### config.mk
export PLATFORM = sky130hd
export DESIGN_NAME = dw_upsizer
export DESIGN_NICKNAME = d
export VERILOG_FILES = /design/src/hw/upsizer_pkg.sv /design/src/hw/aw_planner.sv /design/src/hw/w_packer.sv /design/src/hw/b_merger.sv /design/src/hw/dw_upsizer.sv
export SDC_FILE = /design/constraint.sdc
export NUM_CORES = 1
export LEC_CHECK = 0
export ABC_AREA = 1
export BUFFER_PORTS_ARGS = -buffer_cell sky130_fd_sc_hd__buf_2
export CORE_MARGIN = 1.5
export CORE_UTILIZATION = 48
export DETAILED_ROUTE_END_ITERATION = 10
export GPL_ROUTABILITY_DRIVEN = 0
export HOLD_SLACK_MARGIN = 0.1
export PLACE_DENSITY_LB_ADDON = 0.25
export SLEW_MARGIN = 5
export SYNTH_ARGS = -nofsm -noshare
export SYNTH_HDL_FRONTEND = slang
export SYNTH_SLANG_ARGS = --single-unit
### constraint.sdc
create_clock -name clk_i -period 2.7 [get_ports clk_i]
set_clock_uncertainty 0.1 [all_clocks]
set_input_delay 0.27 -clock clk_i [delete_from_list [all_inputs] [get_ports clk_i]]
set_output_delay 0.27 -clock clk_i [all_outputs]
set_load 0.02 [all_outputs]
### src/hw/upsizer_pkg.sv
// ==========================================================
// AXI write upsizer package
// Widths, field types, burst and response codes and the
// address helpers shared by the upsizer blocks
// ==========================================================

package upsizer_pkg;

  // Narrow (manager) and wide (subordinate) data widths
  localparam int unsigned slv_data_width = 32;
  localparam int unsigned mst_data_width = 64;
  localparam int unsigned slv_strb_width = slv_data_width / 8;
  localparam int unsigned mst_strb_width = mst_data_width / 8;
  localparam int unsigned mst_max_size   = 3;
  localparam int unsigned addr_width     = 32;

  typedef logic [addr_width-1:0]     addr_t;
  typedef logic [7:0]                len_t;
  typedef logic [2:0]                size_t;
  typedef logic [1:0]                burst_t;
  typedef logic [1:0]                resp_t;
  typedef logic [slv_data_width-1:0] slv_data_t;
  typedef logic [slv_strb_width-1:0] slv_strb_t;
  typedef logic [mst_data_width-1:0] mst_data_t;
  typedef logic [mst_strb_width-1:0] mst_strb_t;

  localparam burst_t burst_fixed = 2'b00;
  localparam burst_t burst_incr  = 2'b01;
  localparam burst_t burst_wrap  = 2'b10;

  localparam resp_t resp_okay   = 2'b00;
  localparam resp_t resp_slverr = 2'b10;

  // How a write burst is handled on its way to the wide side
  typedef enum logic [1:0] {
    mode_pass,
    mode_upsize,
    mode_error
  } wr_mode_e;

  // Clear the address bits below the given transfer size
  function automatic addr_t aligned_addr(addr_t addr, size_t size);
    return addr & ({addr_width{1'b1}} << size);
  endfunction

  // Address of the final beat of an INCR burst
  function automatic addr_t last_beat_addr(addr_t addr, size_t size, len_t len);
    return aligned_addr(addr, size) + (addr_t'(len) << size);
  endfunction

endpackage

### src/hw/aw_planner.sv
// ==========================================================
// AW planner
// Classifies a narrow write burst and works out the length
// and size the burst takes on the wide side
// ==========================================================

`timescale 1ns/1ns

module aw_planner import upsizer_pkg::*; (
  input  addr_t    slv_aw_addr_i,
  input  len_t     slv_aw_len_i,
  input  size_t    slv_aw_size_i,
  input  burst_t   slv_aw_burst_i,
  input  logic     slv_aw_modifiable_i,
  output wr_mode_e plan_mode_o,
  output len_t     plan_len_o,
  output size_t    plan_size_o
);

  addr_t start_wide;
  addr_t end_wide;
  addr_t span;
  logic  multi_beat;

  // First and last wide words touched by the burst
  assign start_wide = aligned_addr(slv_aw_addr_i, size_t'(mst_max_size));
  assign end_wide   = aligned_addr(last_beat_addr(slv_aw_addr_i, slv_aw_size_i, slv_aw_len_i),
                                   size_t'(mst_max_size));
  assign span       = (end_wide - start_wide) >> mst_max_size;
  assign multi_beat = (slv_aw_len_i != '0);

  always_comb begin
    plan_mode_o = mode_pass;
    plan_len_o  = slv_aw_len_i;
    plan_size_o = slv_aw_size_i;
    if (slv_aw_burst_i == burst_wrap && multi_beat) begin
      // Wrapping bursts cannot be repacked
      plan_mode_o = mode_error;
    end else if (slv_aw_burst_i == burst_incr && slv_aw_modifiable_i && multi_beat) begin
      plan_mode_o = mode_upsize;
      plan_len_o  = len_t'(span);
      plan_size_o = size_t'(mst_max_size);
    end
  end

endmodule

### src/hw/w_packer.sv
// ==========================================================
// W packer
// Holds the active write burst, issues the wide AW and
// steers narrow W beats into wide beats
// ==========================================================

`timescale 1ns/1ns

module w_packer import upsizer_pkg::*; (
  input  logic      clk_i,
  input  logic      rst_ni,
  input  logic      slv_aw_valid_i,
  output logic      slv_aw_ready_o,
  input  addr_t     slv_aw_addr_i,
  input  len_t      slv_aw_len_i,
  input  size_t     slv_aw_size_i,
  input  burst_t    slv_aw_burst_i,
  input  wr_mode_e  plan_mode_i,
  input  len_t      plan_len_i,
  input  size_t     plan_size_i,
  input  logic      slv_w_valid_i,
  output logic      slv_w_ready_o,
  input  slv_data_t slv_w_data_i,
  input  slv_strb_t slv_w_strb_i,
  input  logic      slv_w_last_i,
  output logic      mst_aw_valid_o,
  input  logic      mst_aw_ready_i,
  output addr_t     mst_aw_addr_o,
  output len_t      mst_aw_len_o,
  output size_t     mst_aw_size_o,
  output burst_t    mst_aw_burst_o,
  output logic      mst_w_valid_o,
  input  logic      mst_w_ready_i,
  output mst_data_t mst_w_data_o,
  output mst_strb_t mst_w_strb_o,
  output logic      mst_w_last_o,
  input  logic      err_pending_i,
  output logic      err_done_o
);

  typedef enum logic [1:0] {
    st_idle,
    st_pass,
    st_upsize,
    st_drop
  } state_e;

  state_e    state_q;
  logic      armed_q;
  logic      aw_valid_q;
  logic      w_valid_q;
  logic [8:0] remain_q;
  addr_t     aw_addr_q;
  len_t      aw_len_q;
  size_t     aw_size_q;
  burst_t    aw_burst_q;
  size_t     orig_size_q;
  addr_t     addr_q;
  mst_data_t w_data_q;
  mst_strb_t w_strb_q;
  logic      w_last_q;

  logic aw_hs, w_hs, mst_aw_hs, mst_w_hs;
  logic load, fire, final_beat, word_cross;
  addr_t incr_addr, next_addr;
  logic [mst_max_size-1:0] lane_off;
  logic [mst_max_size:0]   size_bytes;
  mst_data_t steer_data;
  mst_strb_t steer_strb;

  assign slv_aw_ready_o = armed_q && (state_q == st_idle) && !err_pending_i;
  assign slv_w_ready_o  = (state_q != st_idle) && !aw_valid_q && (remain_q != '0) &&
                          (!w_valid_q || mst_w_ready_i);

  assign aw_hs     = slv_aw_valid_i && slv_aw_ready_o;
  assign w_hs      = slv_w_valid_i && slv_w_ready_o;
  assign mst_aw_hs = aw_valid_q && mst_aw_ready_i;
  assign mst_w_hs  = w_valid_q && mst_w_ready_i;

  // Narrow address of the next beat
  assign incr_addr  = aligned_addr(addr_q, orig_size_q) + (addr_t'(1) << orig_size_q);
  assign next_addr  = (aw_burst_q == burst_incr) ? incr_addr : addr_q;
  assign word_cross = aligned_addr(next_addr, size_t'(mst_max_size)) !=
                      aligned_addr(addr_q, size_t'(mst_max_size));
  // Final beat by count, or by the manager's last flag
  assign final_beat = (remain_q == 9'd1) || slv_w_last_i;
  assign load       = w_hs && (state_q != st_drop);
  assign fire       = (state_q == st_pass) || final_beat || word_cross;
  assign err_done_o = w_hs && (state_q == st_drop) && final_beat;

  // Lane steering of the current narrow beat into the wide word
  always_comb begin
    lane_off   = addr_q[mst_max_size-1:0];
    size_bytes = (mst_max_size+1)'(1) << orig_size_q;
    steer_data = w_valid_q ? '0 : w_data_q;
    steer_strb = w_valid_q ? '0 : w_strb_q;
    for (int b = 0; b < mst_strb_width; b++) begin
      if ((mst_max_size'(b) >= lane_off) && ((mst_max_size'(b) - lane_off) < size_bytes) &&
          (b / slv_strb_width == int'(lane_off) / slv_strb_width)) begin
        steer_data[8*b +: 8] = slv_w_data_i[8*(b % slv_strb_width) +: 8];
        steer_strb[b]        = slv_w_strb_i[b % slv_strb_width];
      end
    end
  end

  always_ff @(posedge clk_i or negedge rst_ni) begin
    if (!rst_ni) begin
      state_q    <= st_idle;
      armed_q    <= 1'b0;
      aw_valid_q <= 1'b0;
      w_valid_q  <= 1'b0;
      remain_q   <= '0;
    end else begin
      armed_q <= 1'b1;
      if (aw_hs) begin
        remain_q <= {1'b0, slv_aw_len_i} + 9'd1;
        case (plan_mode_i)
          mode_error:  state_q <= st_drop;
          mode_upsize: state_q <= st_upsize;
          default:     state_q <= st_pass;
        endcase
        // Error bursts never reach the wide side
        aw_valid_q <= (plan_mode_i != mode_error);
      end else begin
        if (mst_aw_hs) begin
          aw_valid_q <= 1'b0;
        end
        if (w_hs) begin
          remain_q <= final_beat ? '0 : remain_q - 9'd1;
        end
        if (mst_w_hs) begin
          w_valid_q <= 1'b0;
        end
        if (load && fire) begin
          w_valid_q <= 1'b1;
        end
        if (err_done_o || (mst_w_hs && w_last_q)) begin
          state_q <= st_idle;
        end
      end
    end
  end

  always_ff @(posedge clk_i) begin
    if (aw_hs) begin
      aw_addr_q   <= slv_aw_addr_i;
      aw_len_q    <= plan_len_i;
      aw_size_q   <= plan_size_i;
      aw_burst_q  <= slv_aw_burst_i;
      orig_size_q <= slv_aw_size_i;
      addr_q      <= slv_aw_addr_i;
      w_data_q    <= '0;
      w_strb_q    <= '0;
      w_last_q    <= 1'b0;
    end else if (load) begin
      addr_q   <= next_addr;
      w_data_q <= steer_data;
      w_strb_q <= steer_strb;
      w_last_q <= final_beat;
    end else if (mst_w_hs) begin
      // A sent wide word leaves no lanes behind for the next one
      w_data_q <= '0;
      w_strb_q <= '0;
    end
  end

  assign mst_aw_valid_o = aw_valid_q;
  assign mst_aw_addr_o  = aw_addr_q;
  assign mst_aw_len_o   = aw_len_q;
  assign mst_aw_size_o  = aw_size_q;
  assign mst_aw_burst_o = aw_burst_q;
  assign mst_w_valid_o  = w_valid_q;
  assign mst_w_data_o   = w_data_q;
  assign mst_w_strb_o   = w_strb_q;
  assign mst_w_last_o   = w_last_q;

endmodule

### src/hw/b_merger.sv
// ==========================================================
// B merger
// Forwards wide-side B responses and inserts a local
// SLVERR response for absorbed error bursts
// ==========================================================

`timescale 1ns/1ns

module b_merger import upsizer_pkg::*; (
  input  logic  clk_i,
  input  logic  rst_ni,
  input  logic  mst_b_valid_i,
  output logic  mst_b_ready_o,
  input  resp_t mst_b_resp_i,
  output logic  slv_b_valid_o,
  input  logic  slv_b_ready_i,
  output resp_t slv_b_resp_o,
  input  logic  err_done_i,
  output logic  err_pending_o
);

  logic pending_q;

  // Local error response waits here until the manager takes it
  always_ff @(posedge clk_i or negedge rst_ni) begin
    if (!rst_ni) begin
      pending_q <= 1'b0;
    end else if (err_done_i) begin
      pending_q <= 1'b1;
    end else if (pending_q && slv_b_ready_i) begin
      pending_q <= 1'b0;
    end
  end

  assign slv_b_valid_o = pending_q || mst_b_valid_i;
  assign slv_b_resp_o  = pending_q ? resp_slverr : mst_b_resp_i;
  // Wide B is held off while the local response is shown
  assign mst_b_ready_o = slv_b_ready_i && !pending_q;
  assign err_pending_o = pending_q;

endmodule

### src/hw/dw_upsizer.sv
// ==========================================================
// AXI write data-width upsizer, 32-bit to 64-bit
// Single outstanding burst on the AW, W and B channels
// ==========================================================

`timescale 1ns/1ns

module dw_upsizer import upsizer_pkg::*; (
  input  logic      clk_i,
  input  logic      rst_ni,
  // Narrow manager side
  input  logic      slv_aw_valid_i,
  output logic      slv_aw_ready_o,
  input  addr_t     slv_aw_addr_i,
  input  len_t      slv_aw_len_i,
  input  size_t     slv_aw_size_i,
  input  burst_t    slv_aw_burst_i,
  input  logic      slv_aw_modifiable_i,
  input  logic      slv_w_valid_i,
  output logic      slv_w_ready_o,
  input  slv_data_t slv_w_data_i,
  input  slv_strb_t slv_w_strb_i,
  input  logic      slv_w_last_i,
  output logic      slv_b_valid_o,
  input  logic      slv_b_ready_i,
  output resp_t     slv_b_resp_o,
  // Wide subordinate side
  output logic      mst_aw_valid_o,
  input  logic      mst_aw_ready_i,
  output addr_t     mst_aw_addr_o,
  output len_t      mst_aw_len_o,
  output size_t     mst_aw_size_o,
  output burst_t    mst_aw_burst_o,
  output logic      mst_w_valid_o,
  input  logic      mst_w_ready_i,
  output mst_data_t mst_w_data_o,
  output mst_strb_t mst_w_strb_o,
  output logic      mst_w_last_o,
  input  logic      mst_b_valid_i,
  output logic      mst_b_ready_o,
  input  resp_t     mst_b_resp_i
);

  wr_mode_e plan_mode;
  len_t     plan_len;
  size_t    plan_size;
  logic     err_done;
  logic     err_pending;

  aw_planner aw_planner_i (
    .slv_aw_addr_i       (slv_aw_addr_i),
    .slv_aw_len_i        (slv_aw_len_i),
    .slv_aw_size_i       (slv_aw_size_i),
    .slv_aw_burst_i      (slv_aw_burst_i),
    .slv_aw_modifiable_i (slv_aw_modifiable_i),
    .plan_mode_o         (plan_mode),
    .plan_len_o          (plan_len),
    .plan_size_o         (plan_size)
  );

  w_packer w_packer_i (
    .clk_i          (clk_i),
    .rst_ni         (rst_ni),
    .slv_aw_valid_i (slv_aw_valid_i),
    .slv_aw_ready_o (slv_aw_ready_o),
    .slv_aw_addr_i  (slv_aw_addr_i),
    .slv_aw_len_i   (slv_aw_len_i),
    .slv_aw_size_i  (slv_aw_size_i),
    .slv_aw_burst_i (slv_aw_burst_i),
    .plan_mode_i    (plan_mode),
    .plan_len_i     (plan_len),
    .plan_size_i    (plan_size),
    .slv_w_valid_i  (slv_w_valid_i),
    .slv_w_ready_o  (slv_w_ready_o),
    .slv_w_data_i   (slv_w_data_i),
    .slv_w_strb_i   (slv_w_strb_i),
    .slv_w_last_i   (slv_w_last_i),
    .mst_aw_valid_o (mst_aw_valid_o),
    .mst_aw_ready_i (mst_aw_ready_i),
    .mst_aw_addr_o  (mst_aw_addr_o),
    .mst_aw_len_o   (mst_aw_len_o),
    .mst_aw_size_o  (mst_aw_size_o),
    .mst_aw_burst_o (mst_aw_burst_o),
    .mst_w_valid_o  (mst_w_valid_o),
    .mst_w_ready_i  (mst_w_ready_i),
    .mst_w_data_o   (mst_w_data_o),
    .mst_w_strb_o   (mst_w_strb_o),
    .mst_w_last_o   (mst_w_last_o),
    .err_pending_i  (err_pending),
    .err_done_o     (err_done)
  );

  b_merger b_merger_i (
    .clk_i         (clk_i),
    .rst_ni        (rst_ni),
    .mst_b_valid_i (mst_b_valid_i),
    .mst_b_ready_o (mst_b_ready_o),
    .mst_b_resp_i  (mst_b_resp_i),
    .slv_b_valid_o (slv_b_valid_o),
    .slv_b_ready_i (slv_b_ready_i),
    .slv_b_resp_o  (slv_b_resp_o),
    .err_done_i    (err_done),
    .err_pending_o (err_pending)
  );

endmodule

## Yosys cells after proc, flatten, opt, wreduce, memory -nomap -nowiden

Index checks and enable logic that the tools add are counted.

| word-level totals | value |
|---|---|
| bits in registers | 168 |
| latch bits | 0 |
| RAM bits | 0 |
| bits in read-only memories | 0 |
| input bits | 93 |
| word-level logic and storage cells | 197 |
| memories kept | 0 |

| cells by class | value |
|---|---|
| add/sub/neg operators | 13 |
| multipliers | 0 |
| divide/modulo/power cells | 0 |
| $lt $le $gt $ge | 16 |
| eq/ne operators | 19 |
| shifts and indexed selects | 5 |
| multiplexer cells | 44 |
| bitwise operators | 3 |
| reduce and logical (&&, ||, !) cells | 67 |

Operator list:

| operator | number |
|---|---|
| 64-bit two-way mux | 3 |
| 8-bit two-way mux | 13 |
| 32-bit two-way mux | 3 |
| 1-bit logical AND | 35 |
| 32-bit adder | 1 |
| 32-bit bitwise AND | 1 |
| 32-bit logical NOT | 1 |
| 4-bit < comparator | 8 |
| 1-bit by 3-bit << shifter with 32-bit output, first input constant | 1 |
| 32-bit by 3-bit << shifter with 11-bit output, first input constant | 1 |
| 32-bit by 3-bit << shifter with 32-bit output, first input constant | 1 |
| 29-bit inequality test | 1 |
| 9-bit two-way mux | 3 |
| 3-bit by 2-bit inequality test with 1-bit output, second input constant | 8 |
| 2-bit AND reduction | 10 |
| 2-bit nonzero test | 9 |
| 3-bit by 3-bit subtractor with 4-bit output, first input constant | 4 |
| 1-bit two-way mux | 15 |
| 3-bit >= comparator, first input constant | 4 |
| 11-bit adder | 1 |
| 11-bit bitwise AND | 1 |
| 8-bit by 3-bit << shifter with 11-bit output | 1 |
| 11-bit subtractor | 1 |
| 8-bit by 1-bit adder with 9-bit output, second input constant | 1 |
| other kinds (19) | 40 |

## Depth between registers and ports, before layout

Gate-level depths: netlist of the first run.

| depth | value |
|---|---|
| depth after elaboration | 10 |
| gate-level depth with buffers | 27 |

## Hierarchy

Synthesis of the first run repeated with hierarchy kept, for this count alone.

| second synthesis, totals | value |
|---|---|
| cell total of the unflattened synthesis | 1,279 |
| area total of the unflattened synthesis | 10,242.3 µm² |

By module, submodules not included:

| module | instances | cells an instance | area each (µm²) | seq. area each (µm²) |
|---|---|---|---|---|
| w_packer | 1 | 1,025 | 8,881.0 | 4,184.0 |
| aw_planner | 1 | 244 | 1,297.5 | 0.0 |
| b_merger | 1 | 10 | 63.8 | 25.0 |

## Worst setup path after synthesis of the first run

OpenSTA, ideal clock, no wires.

| timing | value |
|---|---|
| kind | input -> register |
| from | input slv_aw_size_i[0] |
| to | register w_packer_i.aw_len_q[7] (netlist: w_packer_i.mst_aw_len_o[7]) (data pin) |
| data arrival time | 3.349 ns |
| data required time | 2.334 ns |
| setup slack | -1.014 ns |
| stages | 25 |
| buffers on the path | 2 |
| path through | buf_2 clkbuf_1 o21ai_0 o21ai_0 o21ai_0 ha_1 nand2_1 nor3_1 inv_1 o21ai_2 nand3_1 nand2_1 nand2_1 nand2_1 nand2_1 nand2_1 inv_1 ha_1 a21oi_1 o211ai_1 or2_2 nand2_1 nand2_1 nand3_1 o21ai_0 |

| on the way | value |
|---|---|
| word-level cells in the longest chain between the ends | 6 |
| elaborated cells between the ends (all ways) | 7 |
| classes of those cells | add/sub (2); shift (2); mux (2); bitwise (1) |

RTL lines:

| what | RTL line | source |
|---|---|---|
| from (decl) | dw_upsizer.sv:16 | `input size_t slv_aw_size_i,` |
| 32-bit by 3-bit << shifter with 11-bit output | upsizer_pkg.sv:43 | `return addr & ({addr_width{1'b1}} << size);` |
| 11-bit bitwise AND | upsizer_pkg.sv:43 |  |
| 11-bit adder * | upsizer_pkg.sv:48 | `return aligned_addr(addr, size) + (addr_t'(len) << size);` |
| 11-bit subtractor * | aw_planner.sv:29 | `assign span = (end_wide - start_wide) >> mst_max_size;` |
| 8-bit two-way mux * | aw_planner.sv:39 | `end else if (slv_aw_burst_i == burst_incr && slv_aw_modifiable_i && multi_beat) begin` |
| 8-bit two-way mux * | aw_planner.sv:36 | `if (slv_aw_burst_i == burst_wrap && multi_beat) begin` |
| net aw_planner_i.plan_len_o[7] | aw_planner.sv:16 | `output len_t plan_len_o,` |
| to (signal assigned) | w_packer.sv:147 | `aw_len_q <= plan_len_i;` |
| to (decl) | w_packer.sv:54 | `len_t aw_len_q;` |

The timed path passes the listed nets; every way through them passes the cells marked *.
A chain may end at the register's enable or synchronous reset.

## Final worst setup path of the first run

Same ends and word-level chain as after synthesis.

==> out/qor.yml, run 1 <==
outcome:
  status: "complete, but fails checks"
  violations: "setup timing"
placement:
  dpl.hpwl_mm: 18.3
  placed_area_mm2: 0.0113
  port_buffers: 218
  dp_slack_ns: -0.901
logic_synthesis:
  synth_edf_count: 74
  yosys_warnings: 0
  async_reset_ff_share_pct: 9.26
  syn_area_per_cell_um2: 8.17
  synth-seq-cells: 162
  ys.flop_type: "edfxtp_1"
  synth_fp_nets: 1300
  synthCells: 1145
  yosysSeqAreaShare_pct: 43.4
  syn_area_mm2: 0.00936
  synth_cell_type_count: 56
job:
  drv_cap: 0
pwr:
  p_total_mw: 11.1
  peakVddDrop_mv: 0.575
  power_density_mw_per_mm2: 812
  p_leak_nw: 6.27
grt:
  grt_pass1_vias: 9067
  grt_util_all_layers_pct: 26.0
  overflow: 0
  antenna_found_initial: 0
  grt_pass1_wl_mm: 42.2
  grt_start_max_net_pins: 80
clocking:
  clock_sinks: 162
  clock_latency_ns: 0.44
  cts_tree: "done"
  cts_buffers: 17
  clkSlewWorstSetupHoldPaths_ns: 0.08
  cts_max_level: 4
  cts_root_buf: "clkbuf_16"
  clk_path_buf_depth: 2
min_path:
  min_path_type: "primary input to register"
  hp-start: "slv_aw_size_i[2]"
critical_path:
  crit-reg2reg-launch: "w_packer_i.orig_size_q[1]$_DFFE_PP_"
  r2r-end: "w_packer_i.addr_q[24]$_DFFE_PP_"
  critPathArrivalTime_ns: 3.06
  endpoint: "w_packer_i.mst_aw_len_o[7]$_DFFE_PP_"
  rr_worst_depth: 16
  r2r_slack_ns: -0.14
  crit_required_ns: 2.79
  worstSetupPathType: "primary input to register"
  crit_fanout: 6
  startpoint: "slv_aw_size_i[0]"
  endpoint_kind: "register"
  cp-start-kind: "primary input"
cells_and_area:
  drive_gt1_share_pct: 35.4
  final_cell_mix: "nand2_1 (227), buf_2 (209), nand3_1 (114)"
  nets: 1709
  finalInstanceArea_mm2: 0.0137
  syn2layout_area_growth_pct: 46.4
  antennaDiodeCount: 0
  final_common_cell: "nand2_1"
routing:
  routed_wl_mm: 28.2
  dr.pass1.iters: 5
  routedWlPerCell_um: 15.4
  via_per_inst: 5.29
  drc_errors: 0
  ant_nets: 0
  first_iter_violations: 608
  num_vias: 9654
timing:
  slew_headroom_pct: 50.5
  finalSetupViolCount: 18
  max_freq_ghz: 0.337
  worst_pin_slew_ns: 0.736
  drv_slew: 0
  rsz0062_at_grt: "true"
  min_period_over_period_pct: 110
  fin_crit_ns: 2.97
  hold_violations: 0
  fin_ws_ns: -0.265
floorplan:
  die_w_um: 143
  die-area_mm2: 0.0203
  start_util_pct: 49.5
  pin_count: 219
  rows: 50
  core-area_mm2: 0.0189
  die_h_um: 143
## layout make-up
class | count | area, um2
fill | 1384 | 5190
multi-input combinational | 817 | 5170
sequential | 162 | 4060
timing repair buffer | 425 | 3070
inverter | 131 | 531
clock buffer | 18 | 450
tap | 260 | 325
clock inverter | 13 | 98.8
## timing repair
item	CTS	global route
hold buffers	77	0
pin swaps	25	77
gates resized for setup	48	153
endpoints found under the hold margin	140	0
setup endpoints to repair	11	59
buffers inserted	6	32
gates cloned	0	1
## through the flow
| step | hold slack [ns] | util [%] | instances | TNS, ns |
|---|---|---|---|---|
| 2_1_floorplan | -0.126 | - | 1145 | -1.50 |
| 6_report | 0.127 | 72.5 | 1826 | -1.79 |
| 3_5_place_dp | 0.103 | 60.0 | 1679 | -4.08 |
| 5_1_grt | 0.123 | 72.5 | 1826 | -9.02 |
| 4_1_cts | 0.116 | 67.9 | 1793 | -0.477 |
| 3_3_place_gp | 0.0943 | 60.0 | 1679 | -3.49 |
## worst min path at each step
stage | to | depth (start not counted) | slack (ns)
global route | w_packer_i.orig_size_q[2]$_DFFE_PP_ | 2 | 0.12
floorplan | b_merger_i.err_pending_o$_DFFE_PN0P_ | 0 | -0.13
global placement | w_packer_i.armed_q$_DFF_PN0_ | 1 | 0.09
finish | w_packer_i.orig_size_q[2]$_DFFE_PP_ | 2 | 0.13
detailed placement | w_packer_i.mst_aw_valid_o$_DFFE_PN0P_ | 1 | 0.10
CTS | w_packer_i.addr_q[3]$_DFFE_PP_ | 3 | 0.12
## report_power, final
group | switching, mW | total (mW) | internal [mW]
sequential | 0.418 | 3.77 | 3.35
combinational | 3.14 | 5.07 | 1.92
clock | 1.05 | 2.29 | 1.24
## worst max-delay path, stage by stage
cell	delay, ns
buf_16	0.12
nand2_4	0.07
o21ai_4	0.06
o21ai_2	0.18
o21ai_2	0.11
ha_4	0.29
nand2_4	0.05
nor3_2	0.17
inv_1	0.08
o21ai_2	0.16
nand3_2	0.11
nand2_2	0.11
nand2_2	0.05
nand2_1	0.06
nand2_1	0.05
nand2_1	0.08
inv_2	0.05
ha_4	0.24
a21oi_2	0.12
o211ai_1	0.12
or2_4	0.26
nand2_2	0.05
nand2_1	0.04
nand3_1	0.06
o21ai_1	0.07
## Yosys cell counts, types with 6 or more instances
master | count | share of area (%)
nor2_4 | 6 | 0.72
nand2_2 | 7 | 0.47
edfxtp_1 | 74 | 24
or2_2 | 10 | 0.67
o22ai_1 | 7 | 0.47
a21oi_1 | 99 | 5.3
inv_1 | 120 | 4.8
buf_6 | 8 | 0.96
nand3_1 | 123 | 6.6
nand4_1 | 17 | 1.1
nor3_1 | 11 | 0.59
o21ai_4 | 6 | 1.0
xnor2_1 | 10 | 0.94
clkbuf_1 | 16 | 0.64
o21ai_0 | 61 | 3.3
dfxtp_1 | 73 | 16
nand2_1 | 258 | 10
ha_1 | 60 | 8.0
buf_2 | 9 | 0.48
nor2_1 | 72 | 2.9
dfrtp_1 | 15 | 4.0
xor2_1 | 11 | 1.0
nand3b_1 | 7 | 0.56
## cell families (layout without fill, tap and decap cells)
family | count (synthesis) | in the layout | share of synthesized area [%]
and+or+nand+nor | 525 | 525 | 25.6
AOI/OAI and AO/OA | 208 | 208 | 13.1
buffers and inverters | 166 | 587 | 7.53
DFF | 162 | 162 | 43.4
adders and majority gates | 62 | 62 | 8.45
xor gates and xnor gates | 21 | 21 | 1.97
other | 1 | 1 | 0.0401
## registers in the layout, indices dropped and copies added (netlist names)
| name | count |
|---|---|
| w_packer_i.mst_w_data_o | 64 |
| w_packer_i.mst_aw_addr_o | 32 |
| w_packer_i.addr_q | 26 |
| w_packer_i.remain_q | 9 |
| w_packer_i.mst_aw_len_o | 8 |
| w_packer_i.mst_w_strb_o | 8 |
| w_packer_i.mst_aw_size_o | 3 |
| w_packer_i.orig_size_q | 3 |
| w_packer_i.mst_aw_burst_o | 2 |
| w_packer_i.state_q | 2 |
| b_merger_i.err_pending_o | 1 |
| w_packer_i.armed_q | 1 |
| w_packer_i.mst_aw_valid_o | 1 |
| w_packer_i.mst_w_last_o | 1 |
| w_packer_i.mst_w_valid_o | 1 |
## layer usage
metal,GRT usage [%],vias up,share of wire (%)
li1,-,4693,-
met1,32.5,4480,41
met2,44.0,396,49
met3,4.83,85,5.8
met4,11.3,0,3.8
met5,0,-,0
Power figures use the tool's default switching activity.
==> run 2: changes to the inputs <==
HOLD_SLACK_MARGIN = 0.15   (was 0.1)
==> run 2 against run 1 <==
Compared with the run above:
- the flow still finishes with violations (setup timing)
- power decreased by 0.14%
- sequential share of layout area about the same
- final cell count increased by 0.16%
- via count decreased by 0.11%
- flip-flop and latch count unchanged
- clock power about the same
- die area unchanged
- setup slack got worse by 0.041 ns
- routed wire length increased by 0.63%
==> out/qor.yml, run 2 (synthesized netlist as in run 1, its figures left out) <==
outcome:
  status: "complete, but fails checks"  # unchanged
  violations: "setup timing"  # unchanged
routing:
  drc_errors: 0  # unchanged
  routedWlPerCell_um: 15.5  # was 15.4 um
  first_iter_violations: 595  # was 608
  via_per_inst: 5.27  # was 5.29
  ant_nets: 0  # unchanged
  num_vias: 9643  # was 9,654
  dr.pass1.iters: 5  # unchanged
  routed_wl_mm: 28.4  # was 28.2 mm
critical_path:
  critPathArrivalTime_ns: 3.10  # was 3.06 ns
  crit_top_cell: "nand2_2"  # was nand2_1
  worstSetupPathType: "primary input to register"  # unchanged
  critPathMaxStageDelay_ns: 0.26  # was 0.29 ns
  crit_cells: 25  # unchanged
  crit_slowest_cell: "or2_4"  # was ha_4
  crit_required_ns: 2.79  # about the same
  rr_worst_depth: 16  # unchanged
  crit_buf_inv: 3  # unchanged
  endpoint_kind: "register"  # unchanged
  critPathTopFamily: "compound AO/OA/AOI/OAI gates"  # was simple AND/OR/NAND/NOR gates
  cp-start-kind: "primary input"  # unchanged
  crit_fanout: 6  # unchanged
cells_and_area:
  drive_gt1_share_pct: 35.1  # was 35.4%
  antennaDiodeCount: 0  # unchanged
  fillers: 1401  # was 1,384
  finalInstanceArea_mm2: 0.0137  # about the same
  nets: 1712  # was 1,709
  post-route-util_pct: 72.5  # about the same
  largest_register_ffs: 64  # unchanged
  syn2layout_area_growth_pct: 46.3  # was 46.4%
  final_common_cell: "nand2_1"  # unchanged
  final_cell_mix: "nand2_1 (229), buf_2 (211), nand3_1 (115)"  # was nand2_1 (227), buf_2 (209), nand3_1 (114)
clocking:
  clock_sinks: 162  # unchanged
  clock_latency_ns: 0.44  # about the same
  cts_buffers: 17  # unchanged
  cts_tree: "done"  # unchanged
  clkSlewWorstSetupHoldPaths_ns: 0.07  # was 0.08 ns
  cts_max_level: 4  # unchanged
  clk_path_buf_depth: 2  # unchanged
  cts_root_buf: "clkbuf_16"  # unchanged
floorplan:
  start_util_pct: 49.5  # unchanged
  pin_count: 219  # unchanged
  core-area_mm2: 0.0189  # unchanged
  die_h_um: 143  # unchanged
  die_w_um: 143  # unchanged
  rows: 50  # unchanged
  die-area_mm2: 0.0203  # unchanged
timing:
  min_period_over_period_pct: 111  # was 110%
  slew_headroom_pct: 50.5  # about the same
  fin_crit_ns: 3.01  # was 2.97 ns
  fin_ws_ns: -0.306  # was -0.265 ns
  hold_violations: 0  # unchanged
  worst_pin_slew_ns: 0.737  # was 0.736 ns
  drv_slew: 0  # unchanged
  rsz0062_at_grt: "true"  # unchanged
  max_freq_ghz: 0.333  # was 0.337 GHz
  finalSetupViolCount: 18  # unchanged
  whs_ns: 0.165  # was 0.127 ns
pwr:
  power_density_mw_per_mm2: 812  # about the same
  p_leak_nw: 6.27  # about the same
  peakVddDrop_mv: 0.576  # was 0.575 mV
  p_total_mw: 11.1  # about the same
placement:
  dpl.hpwl_mm: 18.3  # unchanged
  dp_slack_ns: -0.901  # unchanged
  port_buffers: 218  # unchanged
  placed_area_mm2: 0.0113  # unchanged
grt:
  grt_start_max_net_pins: 80  # unchanged
  overflow: 0  # unchanged
  antenna_found_initial: 0  # unchanged
  grt_pass1_wl_mm: 42.5  # was 42.2 mm
  grt_pass1_vias: 9094  # was 9,067
  grt_util_all_layers_pct: 26.3  # was 26.0%
min_path:
  min_path_type: "primary input to register"  # unchanged
  whs_path_depth: 4  # was 2
job:
  drv_cap: 0  # unchanged
==> run 2: final cells by class <==
type | count | area (um2) | share of cell area (%)
Clock inverter | 13 | 98.8 | 0.722
Tap cell | 260 | 325 | 2.38
Sequential cell | 162 | 4060 | 29.6
Inverter | 131 | 528 | 3.86
Clock buffer | 18 | 450 | 3.29
Timing Repair Buffer | 428 | 3070 | 22.4
Multi-Input combinational cell | 817 | 5160 | 37.7
==> run 2: stage by stage <==
step                      TNS [ns]  instances
after floorplan              -1.50       1145
after global placement       -3.49       1679
after detailed placement     -4.08       1679
after CTS                   -0.476       1796
after global routing         -9.57       1829
final                        -2.20       1829
==> run 2: worst reg2reg max path, cell delays in order (launching register included) <==
cell,delay (ns)
edfxtp_1,0.49
buf_6,0.18
buf_4,0.14
nor3_4,0.18
inv_1,0.09
fa_2,0.37
inv_2,0.09
nand3_2,0.08
nand2_2,0.10
nand3_2,0.07
nand2_2,0.09
nand2_4,0.07
nor2_4,0.16
nand2_4,0.10
nor2_4,0.09
xnor2_1,0.11
o21ai_1,0.08
==> run 2: power by group <==
group / switching, mW / internal (mW)
clock: 1.05 / 1.24
sequential: 0.419 / 3.35
combinational: 3.13 / 1.91
total: 4.61 / 6.51
==> run 2: layer usage <==
| layer | GRT usage, % | vias up | wire length (um) |
|---|---|---|---|
| li1 | - | 4696 | - |
| met1 | 32.6 | 4472 | 11600 |
| met2 | 44.5 | 382 | 14000 |
| met3 | 4.93 | 93 | 1630 |
| met4 | 11.6 | 0 | 1110 |
| met5 | 0 | - | 0 |
==> run 2: path summary, 6_finish.rpt <==
kind / start / to / slack (ns)
max: slv_aw_size_i[0] / w_packer_i.mst_aw_len_o[7]$_DFFE_PP_ / -0.31
min: slv_aw_len_i[6] / w_packer_i.mst_aw_len_o[6]$_DFFE_PP_ / 0.17
max reg2reg: w_packer_i.orig_size_q[1]$_DFFE_PP_ / w_packer_i.addr_q[24]$_DFFE_PP_ / -0.15
min reg2reg: w_packer_i.mst_w_strb_o[0]$_SDFFE_PP0P_ / w_packer_i.mst_w_strb_o[0]$_SDFFE_PP0P_ / 0.36
max in group asynchronous: rst_ni / w_packer_i.remain_q[7]$_DFFE_PN0P_ / 2.04
min in group asynchronous: rst_ni / w_packer_i.mst_aw_valid_o$_DFFE_PN0P_ / 0.18
==> run 2: what timing repair did <==
action                                 4_1_cts  5_1_grt
cloned                                       0        1
hold buffers                                80        0
gates resized for setup                     48      138
setup endpoints to repair                   11       59
buffers inserted                             6       32
endpoints found under the hold margin      148        0
pin swaps                                   25       74
==> run 3: changes to the inputs <==
==> constraint.sdc (replaced) <==
create_clock -name clk_i -period 2.7 [get_ports clk_i]
set_clock_uncertainty 0.1 [all_clocks]
set_input_delay 0.135 -clock clk_i [delete_from_list [all_inputs] [get_ports clk_i]]
set_output_delay 0.135 -clock clk_i [all_outputs]
set_load 0.02 [all_outputs]
==> run 3 against run 2 <==
Compared with the run above:
- the run still ends with setup timing left
- die area stayed put
- hold slack better by 0.0032 ns
- count of clock-buffer cells in the layout is 2 higher
- via count is 2.6% higher
- final cell count is 1.3% higher
- core utilization is 2.5 points higher
- critical path depth is 2 lower
- power is 4.6% higher
- critical endpoint unchanged
- largest power group unchanged
- highest routed layer unchanged
==> out/qor.yml, run 3 (synthesized netlist as in run 1, its figures left out) <==
pwr:
  power_density_mw_per_mm2: 821  # was 812 mW/mm2
  peakVddDrop_mv: 0.580  # was 0.576 mV
  p_leak_nw: 6.35  # was 6.27 nW
timing:
  drv_slew: 0  # unchanged
  hold_violations: 0  # unchanged
  finalSetupViolCount: 5  # was 18
  fin_ws_ns: -0.232  # was -0.306 ns
  rsz0062_at_grt: "true"  # unchanged
  slew_headroom_pct: 51.0  # was 50.5%
  min_period_over_period_pct: 109  # was 111%
  worst_pin_slew_ns: 0.733  # was 0.737 ns
  max_freq_ghz: 0.341  # was 0.333 GHz
  fin_crit_ns: 2.93  # was 3.01 ns
cells_and_area:
  regArea_mm2: 0.00406  # unchanged
  antennaDiodeCount: 0  # unchanged
  multiInputGateArea_mm2: 0.00541  # was 0.00516 mm2
  nets: 1734  # was 1,712
  fillers: 1286  # was 1,401
  final_cell_mix: "nand2_1 (225), buf_2 (212), nand3_1 (110), buf_4 (110), inv_1 (100)"  # was nand2_1 (229), buf_2 (211), nand3_1 (115)
  final_common_cell: "nand2_1"  # unchanged
  largest_register_ffs: 64  # unchanged
  finalInstanceArea_mm2: 0.0142  # was 0.0137 mm2
  syn2layout_area_growth_pct: 51.3  # was 46.3%
  drive_gt1_share_pct: 37.2  # was 35.1%
critical_path:
  worstSetupPathType: "primary input to register"  # unchanged
  startpoint: "slv_aw_size_i[1]"  # was slv_aw_size_i[0]
  cp-start-kind: "primary input"  # unchanged
  endpoint_kind: "register"  # unchanged
  crit-reg2reg-launch: "w_packer_i.orig_size_q[1]$_DFFE_PP_"  # unchanged
  crit_required_ns: 2.79  # about the same
  critPathArrivalTime_ns: 3.02  # was 3.10 ns
  crit_fanout: 10  # was 6
floorplan:
  die_w_um: 143  # unchanged
  die_h_um: 143  # unchanged
  rows: 50  # unchanged
  start_util_pct: 49.5  # unchanged
  pin_count: 219  # unchanged
  die-area_mm2: 0.0203  # unchanged
  core-area_mm2: 0.0189  # unchanged
outcome:
  status: "complete, but fails checks"  # unchanged
  violations: "setup timing"  # unchanged
placement:
  placed_area_mm2: 0.0114  # was 0.0113 mm2
  port_buffers: 218  # unchanged
  dpl.hpwl_mm: 18.0  # was 18.3 mm
  dp_slack_ns: -0.702  # was -0.901 ns
routing:
  first_iter_violations: 644  # was 595
  ant_nets: 0  # unchanged
  routed_wl_mm: 29.7  # was 28.4 mm
  routedWlPerCell_um: 16.0  # was 15.5 um
  via_per_inst: 5.34  # was 5.27
  drc_errors: 0  # unchanged
  num_vias: 9891  # was 9,643
  dr.pass1.iters: 7  # was 5
grt:
  grt_start_max_net_pins: 75  # was 80
  grt_pass1_vias: 9133  # was 9,094
  antenna_found_initial: 0  # unchanged
  grt_util_all_layers_pct: 26.4  # was 26.3%
  grt_pass1_wl_mm: 42.9  # was 42.5 mm
  overflow: 0  # unchanged
min_path:
  min_path_type: "primary input to register"  # unchanged
  hp-start: "slv_aw_valid_i"  # was slv_aw_len_i[6]
clocking:
  cts_max_level: 4  # unchanged
  clkSlewWorstSetupHoldPaths_ns: 0.07  # about the same
  cts_tree: "done"  # unchanged
  cts_root_buf: "clkbuf_16"  # unchanged
  clk_path_buf_depth: 2  # unchanged
  clock_sinks: 162  # unchanged
  cts_buffers: 17  # unchanged
  clock_latency_ns: 0.43  # was 0.44 ns
job:
  drv_cap: 0  # unchanged
==> run 3: repair_timing <==
item                       CTS  global route
hold endpoints to repair   164             0
buffers inserted             7            30
pin swaps                   37            91
resized for setup           63           171
setup endpoints to repair   10            78
gates cloned                 0             7
hold buffers                93             0
==> run 3: layout make-up <==
type | count | area share (%)
multi-input cells | 822 | 38.2
clock buffers | 20 | 3.38
well taps | 260 | 2.30
inverters | 131 | 3.83
repair buffers | 444 | 22.7
repair inverters | 1 | 0.0353
flip-flops and latches | 162 | 28.7
clock inverters | 12 | 0.919
==> run 3: where the power goes <==
group	internal [mW]	switching, mW	leakage [nW]
registers	3.35	0.434	1.47
logic	2.04	3.29	4.58
clock network	1.42	1.09	0.299
==> run 3: critical path, stage by stage <==
cell	delay, ns
buf_8	0.13
buf_4	0.15
buf_4	0.15
nand2_4	0.09
nand2_2	0.06
nor2_2	0.14
ha_1	0.25
inv_2	0.07
o21ai_2	0.06
nand2_1	0.10
nand2_2	0.08
a21oi_2	0.15
xnor2_1	0.13
ha_1	0.28
a21oi_1	0.21
nand2_1	0.15
nand4_1	0.10
o211ai_1	0.12
or2_4	0.25
nand2_2	0.05
nand2_1	0.04
nand3_1	0.07
o21ai_1	0.06
==> run 3: per-stage QoR <==
| step | cells | TNS, ns | power, mW | hold slack, ns | utilization [%] |
|---|---|---|---|---|---|
| after floorplan | 1145 | -0.900 | 6.87 | -0.261 | - |
| after global placement | 1683 | -2.43 | 8.12 | -0.0349 | 60.2 |
| after detailed placement | 1683 | -3.09 | 8.21 | -0.0334 | 60.2 |
| after CTS | 1815 | -0.0399 | 10.9 | 0.161 | 69.5 |
| after global routing | 1852 | -4.26 | 12.3 | 0.194 | 75.0 |
| final | 1852 | -0.640 | 11.6 | 0.168 | 75.0 |
==> run 3: metal layers <==
layer	up-vias	routed length (um)	share of wire [%]	track usage, %
li1	4739	-	-	-
met1	4664	12100	41	32.7
met2	401	14800	50	45.5
met3	87	1680	5.7	4.16
met4	0	1040	3.5	11.7
met5	-	0	0	0
==> run 3: final timing paths <==
path                                                            to  slack (ns)  cells after the start
max                           w_packer_i.mst_aw_len_o[7]$_DFFE_PP_       -0.23                     23
min                          w_packer_i.mst_aw_addr_o[1]$_DFFE_PP_        0.17                      3
max reg2reg                        w_packer_i.addr_q[20]$_DFFE_PP_       -0.04                     15
min reg2reg                w_packer_i.mst_w_strb_o[2]$_SDFFE_PP0P_        0.36                      2
max in group asynchronous       w_packer_i.remain_q[6]$_DFFE_PN0P_        1.30                      3
min in group asynchronous     b_merger_i.err_pending_o$_DFFE_PN0P_        0.72                      3
